**src/motor_macros.svh**
```systemverilog
`ifndef MOTOR_MACROS_SVH
`define MOTOR_MACROS_SVH

// ----------------------------------------------------------------------
// datapath widths
// ----------------------------------------------------------------------
`define MOTOR_PERIOD_W   10
`define MOTOR_STEP_W     3
`define MOTOR_DEAD_W     3
`define MOTOR_ADDR_W     4
`define MOTOR_DATA_W     32

// ----------------------------------------------------------------------
// register map and drive constants
// ----------------------------------------------------------------------
`define MOTOR_REG_CTRL   4'h0
`define MOTOR_REG_PERIOD 4'h4
`define MOTOR_REG_STATUS 4'h8

`define MOTOR_MIN_PERIOD 1000
`define MOTOR_DEAD_TIME  4

`endif
```
**src/motorPkg.sv**
```systemverilog
`include "motor_macros.svh"

package motorPkg;

    // widths with a meaning of their own
    typedef logic [`MOTOR_PERIOD_W-1:0] periodT;
    typedef logic [`MOTOR_STEP_W-1:0]   stepT;
    typedef logic [`MOTOR_DEAD_W-1:0]   deadCntT;
    typedef logic [`MOTOR_ADDR_W-1:0]   apbAddrT;
    typedef logic [`MOTOR_DATA_W-1:0]   apbDataT;

    typedef enum logic [1:0] {
        FLOAT,
        DRIVE_HIGH,
        DRIVE_LOW
    } phaseCmdT;

    typedef enum logic {
        IDLE,
        RUN
    } seqStateT;

    typedef struct packed {
        logic   run;
        logic   reverse;
        periodT period;
    } driveCfgT;

    typedef struct packed {
        phaseCmdT a;
        phaseCmdT b;
        phaseCmdT c;
    } phaseCmdsT;

    // per-leg switch enables, both active high
    typedef struct packed {
        logic highOn;
        logic lowOn;
    } legGateT;

    typedef struct packed {
        logic    psel;
        logic    penable;
        logic    pwrite;
        apbAddrT paddr;
        apbDataT pwdata;
    } apbReqT;

    typedef struct packed {
        apbDataT prdata;
        logic    pready;
        logic    pslverr;
    } apbRspT;

endpackage

```
**src/motorDriveTop.sv**
```systemverilog
`timescale 1ns/1ps

module motorDriveTop (
    input  logic             clk,
    input  logic             nRst,
    input  motorPkg::apbReqT apbReq,
    output motorPkg::apbRspT apbRsp,
    output logic             aHigh,
    output logic             aLowN,
    output logic             bHigh,
    output logic             bLowN,
    output logic             cHigh,
    output logic             cLowN
);

    motorPkg::driveCfgT      cfg;
    motorPkg::stepT          step;
    logic                    running;
    motorPkg::phaseCmdsT     cmds;
    motorPkg::phaseCmdT      legCmd [3];
    motorPkg::legGateT [2:0] legGates;

    motorApbRegs motorApbRegs_inst (
        .clk     (clk),
        .nRst    (nRst),
        .apbReq  (apbReq),
        .apbRsp  (apbRsp),
        .step    (step),
        .running (running),
        .cfg     (cfg)
    );

    commutationSequencer commutationSequencer_inst (
        .clk     (clk),
        .nRst    (nRst),
        .cfg     (cfg),
        .cmds    (cmds),
        .step    (step),
        .running (running)
    );

    // ------------------------------------------------------------------
    // one leg driver per phase
    // ------------------------------------------------------------------
    assign legCmd[0] = cmds.a;
    assign legCmd[1] = cmds.b;
    assign legCmd[2] = cmds.c;

    for (genvar i = 0; i < 3; i++) begin : genLeg
        phaseLegDriver phaseLegDriver_inst (
            .clk  (clk),
            .nRst (nRst),
            .cmd  (legCmd[i]),
            .gate (legGates[i])
        );
    end

    gateOutputStage gateOutputStage_inst (
        .clk   (clk),
        .nRst  (nRst),
        .legs  (legGates),
        .aHigh (aHigh),
        .aLowN (aLowN),
        .bHigh (bHigh),
        .bLowN (bLowN),
        .cHigh (cHigh),
        .cLowN (cLowN)
    );

endmodule

```
**src/gateOutputStage.sv**
```systemverilog
`timescale 1ns/1ps

module gateOutputStage (
    input  logic                    clk,
    input  logic                    nRst,
    input  motorPkg::legGateT [2:0] legs,
    output logic                    aHigh,
    output logic                    aLowN,
    output logic                    bHigh,
    output logic                    bLowN,
    output logic                    cHigh,
    output logic                    cLowN
);

    logic [2:0] highQ;
    logic [2:0] lowNQ;

    // index 0 is phase a, 2 is phase c
    always_ff @(posedge clk or negedge nRst) begin
        if (!nRst) begin
            highQ <= '0;
            lowNQ <= '1;
        end else begin
            for (int i = 0; i < 3; i++) begin
                // shoot-through guard turns a leg with both enables set fully off
                highQ[i] <= legs[i].highOn & ~legs[i].lowOn;
                lowNQ[i] <= ~(legs[i].lowOn & ~legs[i].highOn);
            end
        end
    end

    assign aHigh = highQ[0];
    assign aLowN = lowNQ[0];
    assign bHigh = highQ[1];
    assign bLowN = lowNQ[1];
    assign cHigh = highQ[2];
    assign cLowN = lowNQ[2];

endmodule

```
**src/phaseLegDriver.sv**
```systemverilog
`timescale 1ns/1ps
`include "motor_macros.svh"

module phaseLegDriver (
    input  logic               clk,
    input  logic               nRst,
    input  motorPkg::phaseCmdT cmd,
    output motorPkg::legGateT  gate
);

    motorPkg::phaseCmdT lastCmd;
    motorPkg::deadCntT  deadCnt;
    motorPkg::legGateT  gateQ;
    logic               cmdChange;

    assign cmdChange = (cmd != lastCmd);

    // ------------------------------------------------------------------
    // dead-time insertion
    // ------------------------------------------------------------------
    // a change drops both switches on the next edge, the new switch comes
    // on only after MOTOR_DEAD_TIME cycles with the leg fully off
    always_ff @(posedge clk or negedge nRst) begin
        if (!nRst) begin
            lastCmd      <= motorPkg::FLOAT;
            deadCnt      <= '0;
            gateQ.highOn <= 1'b0;
            gateQ.lowOn  <= 1'b0;
        end else if (cmdChange) begin
            lastCmd      <= cmd;
            deadCnt      <= motorPkg::deadCntT'(`MOTOR_DEAD_TIME - 1);
            gateQ.highOn <= 1'b0;
            gateQ.lowOn  <= 1'b0;
        end else if (deadCnt != '0) begin
            deadCnt      <= motorPkg::deadCntT'(deadCnt - 1'b1);
            gateQ.highOn <= 1'b0;
            gateQ.lowOn  <= 1'b0;
        end else begin
            gateQ.highOn <= (lastCmd == motorPkg::DRIVE_HIGH);
            gateQ.lowOn  <= (lastCmd == motorPkg::DRIVE_LOW);
        end
    end

    assign gate = gateQ;

endmodule

```
**src/commutationSequencer.sv**
```systemverilog
`timescale 1ns/1ps
`include "motor_macros.svh"

module commutationSequencer (
    input  logic                clk,
    input  logic                nRst,
    input  motorPkg::driveCfgT  cfg,
    output motorPkg::phaseCmdsT cmds,
    output motorPkg::stepT      step,
    output logic                running
);

    motorPkg::seqStateT state;
    motorPkg::stepT     stepQ;
    motorPkg::periodT   periodQ;
    motorPkg::periodT   cnt;
    logic               stepWrap;

    // last cycle of the current step
    assign stepWrap = (cnt == motorPkg::periodT'(periodQ - 1'b1));

    // ------------------------------------------------------------------
    // state machine and step timer
    // ------------------------------------------------------------------
    always_ff @(posedge clk or negedge nRst) begin
        if (!nRst) begin
            state   <= motorPkg::IDLE;
            stepQ   <= '0;
            cnt     <= '0;
            periodQ <= motorPkg::periodT'(`MOTOR_MIN_PERIOD);
        end else begin
            case (state)
                motorPkg::IDLE: begin
                    if (cfg.run) begin
                        state   <= motorPkg::RUN;
                        stepQ   <= '0;
                        cnt     <= '0;
                        periodQ <= cfg.period;
                    end
                end
                motorPkg::RUN: begin
                    if (!cfg.run) begin
                        state <= motorPkg::IDLE;
                    end else if (stepWrap) begin
                        cnt     <= '0;
                        // new period only takes hold at a step boundary
                        periodQ <= cfg.period;
                        if (cfg.reverse) begin
                            stepQ <= (stepQ == '0) ? motorPkg::stepT'(5)
                                                   : motorPkg::stepT'(stepQ - 1'b1);
                        end else begin
                            stepQ <= (stepQ == motorPkg::stepT'(5)) ? '0
                                                   : motorPkg::stepT'(stepQ + 1'b1);
                        end
                    end else begin
                        cnt <= motorPkg::periodT'(cnt + 1'b1);
                    end
                end
                default: state <= motorPkg::IDLE;
            endcase
        end
    end

    // ------------------------------------------------------------------
    // six-step table with phases in a, b, c order
    // ------------------------------------------------------------------
    always_comb begin
        cmds.a = motorPkg::FLOAT;
        cmds.b = motorPkg::FLOAT;
        cmds.c = motorPkg::FLOAT;
        if (state == motorPkg::RUN) begin
            case (stepQ)
                3'd0: begin
                    cmds.a = motorPkg::DRIVE_HIGH;
                    cmds.b = motorPkg::DRIVE_LOW;
                end
                3'd1: begin
                    cmds.a = motorPkg::DRIVE_HIGH;
                    cmds.c = motorPkg::DRIVE_LOW;
                end
                3'd2: begin
                    cmds.b = motorPkg::DRIVE_HIGH;
                    cmds.c = motorPkg::DRIVE_LOW;
                end
                3'd3: begin
                    cmds.a = motorPkg::DRIVE_LOW;
                    cmds.b = motorPkg::DRIVE_HIGH;
                end
                3'd4: begin
                    cmds.a = motorPkg::DRIVE_LOW;
                    cmds.c = motorPkg::DRIVE_HIGH;
                end
                3'd5: begin
                    cmds.b = motorPkg::DRIVE_LOW;
                    cmds.c = motorPkg::DRIVE_HIGH;
                end
                default: ;
            endcase
        end
    end

    assign step    = stepQ;
    assign running = (state == motorPkg::RUN);

endmodule

```
**src/motorApbRegs.sv**
```systemverilog
`timescale 1ns/1ps
`include "motor_macros.svh"

module motorApbRegs (
    input  logic              clk,
    input  logic              nRst,
    input  motorPkg::apbReqT  apbReq,
    output motorPkg::apbRspT  apbRsp,
    input  motorPkg::stepT    step,
    input  logic              running,
    output motorPkg::driveCfgT cfg
);

    motorPkg::driveCfgT cfgQ;
    motorPkg::periodT   wrPeriod;
    motorPkg::apbDataT  rdData;
    logic               access;
    logic               wrEn;
    logic               mapped;

    // zero wait state, so the access phase is the whole transfer
    assign access = apbReq.psel & apbReq.penable;
    assign wrEn   = access & apbReq.pwrite;

    assign wrPeriod = apbReq.pwdata[`MOTOR_PERIOD_W-1:0];

    always_comb begin
        case (apbReq.paddr)
            `MOTOR_REG_CTRL,
            `MOTOR_REG_PERIOD,
            `MOTOR_REG_STATUS: mapped = 1'b1;
            default:           mapped = 1'b0;
        endcase
    end

    // ------------------------------------------------------------------
    // control and period registers
    // ------------------------------------------------------------------
    always_ff @(posedge clk or negedge nRst) begin
        if (!nRst) begin
            cfgQ.run     <= 1'b0;
            cfgQ.reverse <= 1'b0;
            cfgQ.period  <= motorPkg::periodT'(`MOTOR_MIN_PERIOD);
        end else if (wrEn) begin
            if (apbReq.paddr == `MOTOR_REG_CTRL) begin
                // forceStop in bit2 wins over a run request in the same write
                cfgQ.run     <= apbReq.pwdata[0] & ~apbReq.pwdata[2];
                cfgQ.reverse <= apbReq.pwdata[1];
            end else if (apbReq.paddr == `MOTOR_REG_PERIOD) begin
                if (wrPeriod < motorPkg::periodT'(`MOTOR_MIN_PERIOD)) begin
                    cfgQ.period <= motorPkg::periodT'(`MOTOR_MIN_PERIOD);
                end else begin
                    cfgQ.period <= wrPeriod;
                end
            end
        end
    end

    // ------------------------------------------------------------------
    // combinational read mux in the access phase
    // ------------------------------------------------------------------
    always_comb begin
        rdData = '0;
        if (access && !apbReq.pwrite) begin
            case (apbReq.paddr)
                `MOTOR_REG_CTRL: begin
                    rdData[0] = cfgQ.run;
                    rdData[1] = cfgQ.reverse;
                end
                `MOTOR_REG_PERIOD: rdData[`MOTOR_PERIOD_W-1:0] = cfgQ.period;
                `MOTOR_REG_STATUS: begin
                    // step in the low bits, running just above it
                    rdData[`MOTOR_STEP_W-1:0] = step;
                    rdData[`MOTOR_STEP_W]     = running;
                end
                default: rdData = '0;
            endcase
        end
    end

    assign apbRsp.prdata  = rdData;
    assign apbRsp.pready  = 1'b1;
    assign apbRsp.pslverr = access & ~mapped;

    assign cfg = cfgQ;

endmodule

```
**config.mk**
```make
export PLATFORM = sky130hd
export DESIGN_NAME = motorDriveTop
export DESIGN_NICKNAME = d
export VERILOG_FILES = /design/src/motorPkg.sv /design/src/motorDriveTop.sv /design/src/gateOutputStage.sv /design/src/phaseLegDriver.sv /design/src/commutationSequencer.sv /design/src/motorApbRegs.sv
export VERILOG_INCLUDE_DIRS = /design/src
export SDC_FILE = /design/constraint.sdc
export NUM_CORES = 1
export LEC_CHECK = 0
export BUFFER_PORTS_ARGS = -buffer_cell sky130_fd_sc_hd__buf_4
export CORE_MARGIN = 3
export CORE_UTILIZATION = 50
export DETAILED_ROUTE_END_ITERATION = 6
export PLACE_DENSITY = 0.8
export RECOVER_POWER = 50
export SYNTH_ARGS = -nofsm -noshare
export SYNTH_HDL_FRONTEND = slang
export SYNTH_SLANG_ARGS = --single-unit
```
**constraint.sdc**
```tcl
create_clock -name clk -period 3.7 [get_ports clk]
set_input_delay 1.11 -clock clk [delete_from_list [all_inputs] [get_ports clk]]
set_output_delay 1.11 -clock clk [all_outputs]
set_load 0.05 [all_outputs]
```
==> metrics <==
GRT overflow=0; instance count after placement with tap cells included=around 440; post-synthesis sequential area ratio=0.467; max capacitance violation total=1; Setup Fix Bufs, Post-CTS=0; pin count of the biggest net entering global routing=64; clock insertion delay at the later pin of the skew report=around 0.34 ns; number of synthesized flops with an enable pin=0; layout overhead on the synthesized area=13.3%; cell repeated most along the worst path=sky130_fd_sc_hd__buf_4; class of the tightest hold or removal check=reg -> reg; peak ir drop on the vdd network=0.368 mV; layout net count=between 400 and 500; antenna-violating nets left=0; leading cell type by number of instances after synthesis=sky130_fd_sc_hd__dfrtp_1; DRC viols=0; cell area after placement=between 3000 and 4000 um^2; last weighted congestion value of the routability-driven placer=between 0.8 and 0.9; wire length of the first global-routing pass=10200 um; worst-path cell chain=buf_4 > nor3_1 > nand2b_1 > nor2b_1 > and2_1 > buf_4; worst endpoint data arrival time=approximately 2.3 ns; Syn Inst Count=around 340; most common library cells after synthesis=sky130_fd_sc_hd__dfrtp_1 (48), sky130_fd_sc_hd__nor2_1 (28), sky130_fd_sc_hd__buf_4 (23); DR iter-0 viols=around 110; worst-path maximum fanout=6; total power density per cell area=535 nW/um^2; vias per cell=5.25; DIE WIDTH=~89 um; async set-or-reset flop fraction in the synthesized netlist=1.00; TritonCTS clock tree=built; Core Area=6490 um^2; vias=~2400; io pins=slightly above 80; DP Wirelength=about 4200 um; capturing element type of the critical path=primary output; area fraction of the dominant cell type after synthesis=0.352; count of final max-slew check failures=0; register bit count reported by yosys=63; core occupancy in the finished layout=0.596; RSZ-0062 raised after global routing=no; maximum root-to-sink buffer count=2; Distinct cells, synth=47; Pre-antenna DRT Iters=4; count of inserted antenna diode cells=0; number of antenna violations at the first check in global routing=0; Critical Setup Path Class=in -> out; Max stage delay cell, worst path=sky130_fd_sc_hd__nor2b_1; leakage component of the power=between 1.5 and 2 nW; number of gates resized after cts=0; H-tree levels=3; count of clock tree sinks=63; number of buffers inserted by port buffering=35; top achievable clock speed=about 0.29 GHz; Top FF cell, synth=sky130_fd_sc_hd__dfrtp_1; Die Area=between 7000 and 8000 um^2; Total GRT Usage=0.169; Final period util=0.929; largest area contributor in the synthesized netlist=sky130_fd_sc_hd__dfrtp_1; fraction of final layout cells with drive strength greater than 1=0.233; post-layout instance area=3870 um^2; num rows=29; clock tree skew after final layout=0.00656 ns; tightest slew margin relative to the limit=0.00369; transition time of the tightest slew-check pin=between 1 and 1.5 ns; violated checks=capacitance limit; Clock transition at path regs=0.07 ns; slowest cell delay on critical path=around 0.32 ns; result of the run=complete, but fails checks; count of final setup violators=0; CP required=approximately 2.6 ns; leading post-synthesis cells by cell area=sky130_fd_sc_hd__dfrtp_1 (35%), sky130_fd_sc_hd__dfstp_2 (12%), sky130_fd_sc_hd__buf_4 (5.1%), sky130_fd_sc_hd__mux2_2 (4.3%), sky130_fd_sc_hd__xnor2_1 (3.6%); Finished Layout Cells=about 460; clock buffer count from CTS=9; clock tree root buffer cell=sky130_fd_sc_hd__clkbuf_8; Die H=approximately 90 um; warning count from the yosys run=0; post-detailed-routing wire length=6060 um; Synth Cell Area=roughly 3400 um^2; average routed wire per standard cell=around 13 um; vias in the first global route=~2300; Post-Route Setup TNS=0 ns; hold_buf cts=0; startpoint type of the worst setup path=primary input; count of endpoints failing hold in the final timing report=0; clock period minus worst slack=roughly 3.4 ns; initial standard-cell utilization of the core=0.526; mean area per synthesized cell=roughly 10 um^2
==> routing by layer <==
metal | vias to the layer above | wire length, um | GRT usage
met5 | - | 0 | 0
met4 | 0 | 71 | 0.0549
met3 | 6 | 298 | 0.0568
met2 | 63 | 2930 | 0.273
met1 | 1141 | 2760 | 0.214
li1 | 1181 | - | -
==> final cells by class <==
| cell class | instances | area, um^2 |
|---|---|---|
| clock inverters | 1 | 30.0 |
| repair buffers | 37 | 275 |
| clock buffers | 15 | 209 |
| inverters | 18 | 67.6 |
| well taps | 77 | 96.3 |
| multi-input cells | 244 | 1600 |
| fillers | 513 | 2630 |
| flip-flops and latches | 63 | 1600 |
==> through the flow <==
step / total power [mW] / hold slack [ns] / worst slack (ns)
CTS: 2.09 / 0.412 / 0.243
global placement: 1.37 / 0.382 / 0.249
global route: 2.20 / 0.433 / 0.152
finish: 2.07 / 0.404 / 0.264
detailed placement: 1.40 / 0.403 / 0.274
floorplan: 1.31 / 0.352 / 0.242
==> where the power goes <==
group | internal (mW) | switching [mW]
clock | 0.431 | 0.257
sequential | 0.806 | 0.0821
combinational | 0.233 | 0.262
==> path summary, 6_finish.rpt <==
path / endpoint / cells after the start / slack, ns / startpoint
max: apbRsp[10] / 6 / 0.26 / apbReq[33]
min: gateOutputStage_inst.lowNQ[2] / 1 / 0.40 / genLeg[2].phaseLegDriver_inst.gate[0]
max reg2reg: commutationSequencer_inst.periodQ[4] / 9 / 1.01 / commutationSequencer_inst.periodQ[0]
min reg2reg: gateOutputStage_inst.lowNQ[2] / 1 / 0.40 / genLeg[2].phaseLegDriver_inst.gate[0]
max in group asynchronous: genLeg[1].phaseLegDriver_inst.gate[1] / 1 / 1.68 / nRst
min in group asynchronous: commutationSequencer_inst.cnt[7] / 1 / 1.14 / nRst
==> state kept, by name (all words and copies together), names as in the netlist, 3 cells and up <==
register and cells:
commutationSequencer_inst.step 3, motorApbRegs_inst.cfg 12, genLeg.phaseLegDriver_inst.deadCnt 9, gateOutputStage_inst.highQ 3, genLeg.phaseLegDriver_inst.gate 6, genLeg.phaseLegDriver_inst.lastCmd 6
gateOutputStage_inst.lowNQ 3, commutationSequencer_inst.cnt 10, commutationSequencer_inst.periodQ 10
==> logic make-up (layout without fill, tap and decap cells) <==
family | after synthesis | after routing | synth area share
AO/OA/AOI/OAI | 47 | 47 | 0.0934
XOR/XNOR | 26 | 26 | 0.0666
adder cells (fa/ha/maj) | 9 | 9 | 0.0330
buffers and inverters | 51 | 71 | 0.0890
flip-flops | 63 | 63 | 0.467
multiplexers | 16 | 16 | 0.0531
other | 2 | 23 | 0.00220
AND/OR/NAND/NOR | 123 | 123 | 0.196
==> critical path, delay by kind of cell <==
family | cells | cell delay [ns]
simple gates | 4 | 0.90
buf+inv | 2 | 0.31
==> layout by cell type, fill, tap and decap left out, types with 4 or more instances in the layout <==
| cell type | n |
|---|---|
| sky130_fd_sc_hd__dfrtp_1 | 48 |
| sky130_fd_sc_hd__buf_4 | 36 |
| sky130_fd_sc_hd__nor2_1 | 28 |
| sky130_fd_sc_hd__conb_1 | 23 |
| sky130_fd_sc_hd__nand2_1 | 22 |
| sky130_fd_sc_hd__inv_1 | 18 |
| sky130_fd_sc_hd__dfstp_2 | 15 |
| sky130_fd_sc_hd__nand2b_1 | 14 |
| sky130_fd_sc_hd__xnor2_1 | 14 |
| sky130_fd_sc_hd__mux2_2 | 13 |
| sky130_fd_sc_hd__xor2_1 | 12 |
| sky130_fd_sc_hd__clkbuf_8 | 11 |
| sky130_fd_sc_hd__o21ai_0 | 10 |
| sky130_fd_sc_hd__and2_1 | 9 |
| sky130_fd_sc_hd__nor2b_1 | 9 |
| sky130_fd_sc_hd__a21oi_1 | 9 |
| sky130_fd_sc_hd__ha_1 | 9 |
| sky130_fd_sc_hd__nor3_1 | 8 |
| sky130_fd_sc_hd__nand3_1 | 8 |
| sky130_fd_sc_hd__a22o_1 | 5 |
| sky130_fd_sc_hd__nand4_1 | 5 |
| sky130_fd_sc_hd__nor3b_1 | 4 |
| sky130_fd_sc_hd__a22oi_1 | 4 |
| sky130_fd_sc_hd__and3_1 | 4 |
Power figures use the tool's default switching activity.
